File: src/dmg_clk_pkg.sv
// Clock and reset shared definitions
package dmg_clk_pkg;

	// Widths with a meaning
	typedef logic [7:0] addr_t;	// Offset in the high I/O page
	typedef logic [7:0] data_t;	// Bus data byte
	typedef logic [15:0] div_t;	// Divider count

	// Machine-cycle phases
	typedef enum logic [1:0] {
		T1,
		T2,
		T3,
		T4
	} phase_t;

	// Bus request, held stable while valid is high
	typedef struct packed {
		logic  write;
		addr_t addr;
		data_t wdata;
	} bus_req_t;

	// Bus response
	typedef struct packed {
		data_t rdata;
	} bus_rsp_t;

	// Register map
	localparam addr_t DIV_ADDR  = 8'h04;
	localparam addr_t HRAM_BASE = 8'h80;
	localparam addr_t HRAM_LAST = 8'hFE;
	localparam data_t OPEN_BUS  = 8'hFF;	// Unmapped read value

	// Divider bit whose carry wakes the reset sequencer
	localparam int WAKE_BIT = 5;	// Real hardware sits much higher (16 Hz)

endpackage

File: src/clk_phase_gen.sv
// Machine-cycle phase generator
`timescale 1ns/1ps

module clk_phase_gen (
	input  logic clk,
	input  logic reset,
	input  logic clk_ena,
	output logic adr_clk,
	output logic data_clk,
	output logic latch_clk,
	output logic inc_clk,
	output logic main_clk
);
	import dmg_clk_pkg::*;

	phase_t phase;
	phase_t phase_next;

	always_comb begin
		case (phase)
			T1: phase_next = T2;
			T2: phase_next = T3;
			T3: phase_next = T4;
			default: phase_next = T1;	// T4 wraps
		endcase
	end

	// Phase only moves on enabled cycles
	always_ff @(posedge clk) begin
		if (reset) begin
			phase <= T1;
		end else if (clk_ena) begin
			phase <= phase_next;
		end
	end

	// Strobe decode, all low while the oscillator is gated
	always_comb begin
		adr_clk   = 1'b0;
		data_clk  = 1'b0;
		latch_clk = 1'b0;
		inc_clk   = 1'b0;
		main_clk  = 1'b0;
		if (clk_ena) begin
			adr_clk   = (phase == T1);
			data_clk  = (phase == T2) || (phase == T3);
			latch_clk = (phase == T3);
			inc_clk   = (phase == T4);
			main_clk  = (phase == T4);	// Machine-cycle boundary
		end
	end

endmodule

File: src/reset_seq.sv
// CPU reset sequencer
`timescale 1ns/1ps

module reset_seq (
	input  logic clk,
	input  logic reset,
	input  logic clk_ena,
	input  logic osc_ena,
	input  logic main_clk,
	input  logic wake,
	output logic osc_stable,
	output logic cpu_reset
);

	logic armed;	// Stable and a wake pulse has been seen

	// Oscillator stable flag
	always_ff @(posedge clk) begin
		if (reset || !osc_ena) begin
			osc_stable <= 1'b0;
		end else if (clk_ena) begin
			osc_stable <= 1'b1;
		end
	end

	// Arm on the first divider wake after stability
	always_ff @(posedge clk) begin
		if (reset || !osc_ena) begin
			armed <= 1'b0;
		end else if (osc_stable && wake) begin
			armed <= 1'b1;
		end
	end

	// Release and reassert only on a machine-cycle boundary
	always_ff @(posedge clk) begin
		if (reset) begin
			cpu_reset <= 1'b1;
		end else if (main_clk) begin
			cpu_reset <= !armed;
		end
	end

endmodule

File: src/div_timer.sv
// Machine-cycle divider register
`timescale 1ns/1ps

module div_timer (
	input  logic                clk,
	input  logic                reset,
	input  logic                main_clk,
	input  logic                div_clear,
	output dmg_clk_pkg::data_t  div_value,
	output logic                wake
);
	import dmg_clk_pkg::*;

	div_t count;
	logic low_full;	// Low bits about to roll over

	assign low_full = &count[WAKE_BIT:0];

	// Counts machine cycles, a bus write clears the lot
	always_ff @(posedge clk) begin
		if (reset || div_clear) begin
			count <= '0;
		end else if (main_clk) begin
			count <= count + 1'b1;
		end
	end

	// Carry out of the wake bit, one cycle wide
	always_ff @(posedge clk) begin
		if (reset) begin
			wake <= 1'b0;
		end else begin
			wake <= main_clk && low_full && !div_clear;
		end
	end

	assign div_value = count[15:8];	// Only the upper byte is visible

endmodule

File: src/mcycle_bus.sv
// Machine-cycle bus unit
`timescale 1ns/1ps

module mcycle_bus (
	input  logic                  clk,
	input  logic                  reset,
	input  logic                  cpu_reset,
	input  logic                  adr_clk,
	input  logic                  latch_clk,
	input  logic                  main_clk,
	input  logic                  req_valid,
	output logic                  req_ready,
	input  dmg_clk_pkg::bus_req_t req,
	output logic                  rsp_valid,
	input  logic                  rsp_ready,
	output dmg_clk_pkg::bus_rsp_t rsp,
	input  dmg_clk_pkg::data_t    div_value,
	output logic                  div_clear
);
	import dmg_clk_pkg::*;

	typedef enum logic [1:0] {
		IDLE,
		WAIT_T1,
		ACTIVE,
		RESPOND
	} bus_state_t;

	bus_state_t state;
	bus_req_t   req_q;	// Access in flight
	data_t      rdata_q;
	data_t      rd_mux;
	logic       hram_hit;
	logic [6:0] hram_idx;
	logic       do_latch;

	data_t hram [0:HRAM_LAST - HRAM_BASE];	// 127 bytes

	assign req_ready = (state == IDLE) && !cpu_reset;
	assign rsp_valid = (state == RESPOND);
	assign rsp.rdata = rdata_q;

	// Address decode
	assign hram_hit = (req_q.addr >= HRAM_BASE) && (req_q.addr <= HRAM_LAST);
	assign hram_idx = 7'(req_q.addr - HRAM_BASE);
	assign do_latch = (state == ACTIVE) && latch_clk;

	always_comb begin
		if (hram_hit) begin
			rd_mux = hram[hram_idx];
		end else if (req_q.addr == DIV_ADDR) begin
			rd_mux = div_value;
		end else begin
			rd_mux = OPEN_BUS;
		end
	end

	assign div_clear = do_latch && req_q.write && (req_q.addr == DIV_ADDR);

	// Access sequencing, one machine cycle per access
	always_ff @(posedge clk) begin
		if (reset) begin
			state <= IDLE;
		end else begin
			case (state)
				IDLE: if (req_valid && req_ready) begin
					state <= adr_clk ? ACTIVE : WAIT_T1;	// Already in T1
				end
				WAIT_T1: if (adr_clk) state <= ACTIVE;
				ACTIVE: if (main_clk) state <= RESPOND;
				default: if (rsp_ready) state <= IDLE;	// Held under back-pressure
			endcase
		end
	end

	always_ff @(posedge clk) begin
		if (req_valid && req_ready) begin
			req_q <= req;
		end
	end

	// Data moves at the latch strobe in T3
	always_ff @(posedge clk) begin
		if (do_latch) begin
			rdata_q <= rd_mux;	// Don't care on writes
			if (req_q.write && hram_hit) begin
				hram[hram_idx] <= req_q.wdata;
			end
		end
	end

endmodule

File: src/clk_reset_top.sv
// Clock and reset block top level
`timescale 1ns/1ps

module clk_reset_top (
	input  logic                  clk,
	input  logic                  reset,
	input  logic                  clk_ena,
	input  logic                  osc_ena,
	output logic                  adr_clk,
	output logic                  data_clk,
	output logic                  latch_clk,
	output logic                  inc_clk,
	output logic                  main_clk,
	output logic                  osc_stable,
	output logic                  cpu_reset,
	input  logic                  req_valid,
	output logic                  req_ready,
	input  dmg_clk_pkg::bus_req_t req,
	output logic                  rsp_valid,
	input  logic                  rsp_ready,
	output dmg_clk_pkg::bus_rsp_t rsp
);
	import dmg_clk_pkg::*;

	logic  wake;	// Divider carry to the sequencer
	logic  div_clear;
	data_t div_value;

	clk_phase_gen clk_phase_gen_i (
		.clk       (clk),
		.reset     (reset),
		.clk_ena   (clk_ena),
		.adr_clk   (adr_clk),
		.data_clk  (data_clk),
		.latch_clk (latch_clk),
		.inc_clk   (inc_clk),
		.main_clk  (main_clk)
	);

	reset_seq reset_seq_i (
		.clk        (clk),
		.reset      (reset),
		.clk_ena    (clk_ena),
		.osc_ena    (osc_ena),
		.main_clk   (main_clk),
		.wake       (wake),
		.osc_stable (osc_stable),
		.cpu_reset  (cpu_reset)
	);

	div_timer div_timer_i (
		.clk       (clk),
		.reset     (reset),
		.main_clk  (main_clk),
		.div_clear (div_clear),
		.div_value (div_value),
		.wake      (wake)
	);

	mcycle_bus mcycle_bus_i (
		.clk       (clk),
		.reset     (reset),
		.cpu_reset (cpu_reset),
		.adr_clk   (adr_clk),
		.latch_clk (latch_clk),
		.main_clk  (main_clk),
		.req_valid (req_valid),
		.req_ready (req_ready),
		.req       (req),
		.rsp_valid (rsp_valid),
		.rsp_ready (rsp_ready),
		.rsp       (rsp),
		.div_value (div_value),
		.div_clear (div_clear)
	);

endmodule

File: config.mk
export PLATFORM = sky130hd
export DESIGN_NAME = clk_reset_top
export DESIGN_NICKNAME = d
export VERILOG_FILES = /design/src/dmg_clk_pkg.sv /design/src/clk_phase_gen.sv /design/src/reset_seq.sv /design/src/div_timer.sv /design/src/mcycle_bus.sv /design/src/clk_reset_top.sv
export SDC_FILE = /design/constraint.sdc
export NUM_CORES = 1
export LEC_CHECK = 0
export BUFFER_PORTS_ARGS = -buffer_cell sky130_fd_sc_hd__buf_2
export CAP_MARGIN = 0
export CORE_MARGIN = 10
export CORE_UTILIZATION = 52
export CTS_CLUSTER_SIZE = 14
export DETAILED_ROUTE_END_ITERATION = 6
export PLACE_DENSITY = 0.78
export RECOVER_POWER = 50
export SKIP_LAST_GASP = 1
export SLEW_MARGIN = 5
export SYNTH_ARGS = -nofsm -noshare
export SYNTH_HDL_FRONTEND = slang
export SYNTH_SLANG_ARGS = --single-unit
File: constraint.sdc
create_clock -name clk -period 2.9 [get_ports clk]
set_input_delay 0.435 -clock clk [delete_from_list [all_inputs] [get_ports clk]]
set_output_delay 0.435 -clock clk [all_outputs]
set_load 0.02 [all_outputs]
==> reports/qor.yml <==
vias: 23000
coreArea_um2: 79300
synth-seq-cells: 1072
grt_util_met2: 0.362
ios: 40
hold-worst-slack_ns: 0.0650
fmax_mhz: 352
cts_max_level: 3
synthArstFlopShare: 0
cp_data_arrival_time_ns: 3.22
switching_power_mw: 5.83
top_usage_layer: "met2"
seqPwrFrac: 0.558
status: "complete, but fails checks"
timing.setup.tns_ns: 0
grt_util_met3: 0.0590
pwr_density_cell_nw_per_um2: 623
r2r_setup_slack_ns: 0.06
p_leak_nw: 15.7
floorplan.initialDensity: 0.527
cts_tree: "built"
cp_max_fo: 16
clkPwrFrac: 0.429
routed_wl_mm: 107
synth_area_per_cell_um2: 19.7
required_ns: 3.28
num_rows: 103
synth_edf_count: 1041
synth_flop_cell: "edfxtp_1"
ys_seq_area_frac: 0.764
timing.final.hold_violations: 0
min_path_type: "input port to flop"
violations: "design-rule violations, max-capacitance violations, max-slew violations"
nNetsFinal: 2456
critPathLaunchType: "flop"
maxCapViolations: 4
gp_congestion: 0.948
yosysUniqueCellTypes: 66
p_int_mw: 24.2
root_buffer: "clkbuf_16"
clock-sinks: 1072
synth_nets: 2156
antenna_found_initial: 5
antenna_cells: 0
die_h_um: 303
grt_max_degree: 128
dp_hpwl_mm: 67.3
finalCriticalPeriod_ns: 2.84
p_total_mw: 30.0
worstSetupPathType: "flop to flop"
p_sw_frac: 0.194
post_drt_wl_per_cell_um: 30.0
pwr-share-comb: 0.013
drive_gt1_frac: 0.266
period_share: 0.979
setup_viol: 0
grtUsageTotal: 0.231
die_area_um2: 92000
dr.pass1.iters: 7
die_x_um: 303
max_slew_margin: -0.0882
cts_made_buffers: 102
grt_pass1_wl_mm: 157
ir_worst_vdd_mv: 0.457
insertion_delay_ns: 0.67
end_kind: "flop"
dr.first_iter.drc_count: 3318
portBuffers: 39
design_area_um2: 48200
grt_pass1_vias: 23200
netlist_area_um2: 41700
grtUsageMet1: 0.307
rsz0062_at_grt: "false"
min_from: "osc_ena"
postRouteAntennaNets: 0
nFillCells: 5228
area_growth_pct: 15.4
drc: 18
worst_clock_skew_ns: 0.0255
final_cells: 3558
cts_buffer_depth: 3
routed_via_density: 6.46
worst_pin_slew_ns: 1.63
drv_slew: 512
syn_inst: 2124
grt_overflow: 0
clk_pin_slew_ns: 0.07
ys_warn_count: 0
placed_cells: 3356
placed_cell_area_um2: 45000
[worst max-delay path, cell delays in order (launching register included)]
cell	delay, ns
dfxtp_4	0.47
buf_12	0.17
buf_12	0.18
mux4_2	0.51
a22o_1	0.28
a221oi_1	0.29
o22ai_2	0.22
a211oi_2	0.32
a311oi_1	0.09
[Yosys cell counts (14+ instances only)]
cell         n  area share
nor2b_1     20      0.0030
o21ai_0     31      0.0037
mux2i_1     86       0.021
dfxtp_1     31       0.015
clkbuf_1    44      0.0040
inv_1       14      0.0013
buf_2       28      0.0034
a21oi_1     27      0.0032
nand3_1     34      0.0041
nor2_1     185       0.017
o22ai_1     26      0.0039
a22oi_1     33      0.0059
nand2_1     76      0.0068
nor3_1      14      0.0017
buf_4       20      0.0036
mux4_2     212        0.11
edfxtp_1  1041        0.75
buf_1       15      0.0013
[repair_timing]
action	in CTS	in global routing
pin swaps	0	0
hold buffers	11	0
setup buffers	0	3
hold endpoints to repair	11	0
setup endpoints to repair	3	5
resized for setup	2	13
[registers in the layout, indices dropped and copies added, names as in the netlist, named ones only]
name,cells
mcycle_bus_i.rsp,8
mcycle_bus_i.req_q,17
reset_seq_i.osc_stable,1
mcycle_bus_i.state,2
reset_seq_i.cpu_reset,1
div_timer_i.count,16
reset_seq_i.armed,1
mcycle_bus_i.hram,1016
div_timer_i.wake,1
clk_phase_gen_i.phase,2
[power by group through the flow]
| stage | clock network, mW | logic (mW) | registers [mW] |
|---|---|---|---|
| 2_1_floorplan | 0 | 0.214 | 17.1 |
| 3_3_place_gp | 0 | 0.363 | 17.1 |
| 3_5_place_dp | 0 | 0.374 | 17.1 |
| 4_1_cts | 13.0 | 0.389 | 16.8 |
| 5_1_grt | 13.5 | 0.413 | 16.8 |
| 6_report | 12.9 | 0.396 | 16.8 |
[cell usage in the layout (no fill, tap or decap), types with 14 or more instances in the layout]
cell | netlist | routed
buf_4 | 20 | 229
nand3_1 | 34 | 34
o21ai_0 | 31 | 29
edfxtp_1 | 1041 | 1041
dfxtp_1 | 31 | 27
clkinv_2 | 0 | 18
o22ai_1 | 26 | 24
nor2b_1 | 20 | 18
clkbuf_1 | 44 | 43
buf_12 | 0 | 16
inv_1 | 14 | 14
nor3_1 | 14 | 14
nor2_1 | 185 | 184
mux2i_1 | 86 | 85
buf_2 | 28 | 20
a21oi_1 | 27 | 27
clkbuf_16 | 0 | 104
nand2_1 | 76 | 76
a22oi_1 | 33 | 33
clkinv_1 | 1 | 24
mux4_2 | 212 | 212
[area by class of cell]
cell class | instances | area, µm² | share of cell area
multi-input cells | 921 | 9260 | 0.192
well taps | 1050 | 1310 | 0.0273
clock buffers | 129 | 2740 | 0.0568
repair buffers | 312 | 2430 | 0.0505
inverters | 15 | 56.3 | 0.00117
clock inverters | 59 | 483 | 0.0100
flip-flops and latches | 1072 | 31900 | 0.662
[logic make-up (layout without fill, tap and decap cells)]
logic type	Yosys count	after routing	synth area share
AO/OA/AOI/OAI	214	214	0.0371
XOR/XNOR	13	13	0.00273
adder cells (fa/ha/maj)	9	9	0.00270
buffers and inverters	131	515	0.0157
flip-flops	1072	1072	0.764
multiplexers	308	308	0.138
AND/OR/NAND/NOR	377	377	0.0403
[metrics by stage]
stage	util	setup WS [ns]
floorplan	-	0.342
global placement	0.567	-0.156
detailed placement	0.567	-0.160
CTS	0.609	-0.0556
global route	0.608	0.0130
finish	0.608	0.0620
[worst paths after layout]
path | to | cells after the start
setup / recovery | mcycle_bus_i.rsp[1] | 8
hold / removal | reset_seq_i.osc_stable | 3
setup reg to reg | mcycle_bus_i.rsp[1] | 8
hold reg to reg | reset_seq_i.armed | 2
[metal layers]
layer / vias up / routed length [µm]
li1: 9298 / -
met1: 11600 / 37200
met2: 1724 / 50200
met3: 336 / 13900
met4: 6 / 5490
met5: - / 30
Note: power is estimated with default switching activity, not from simulation.
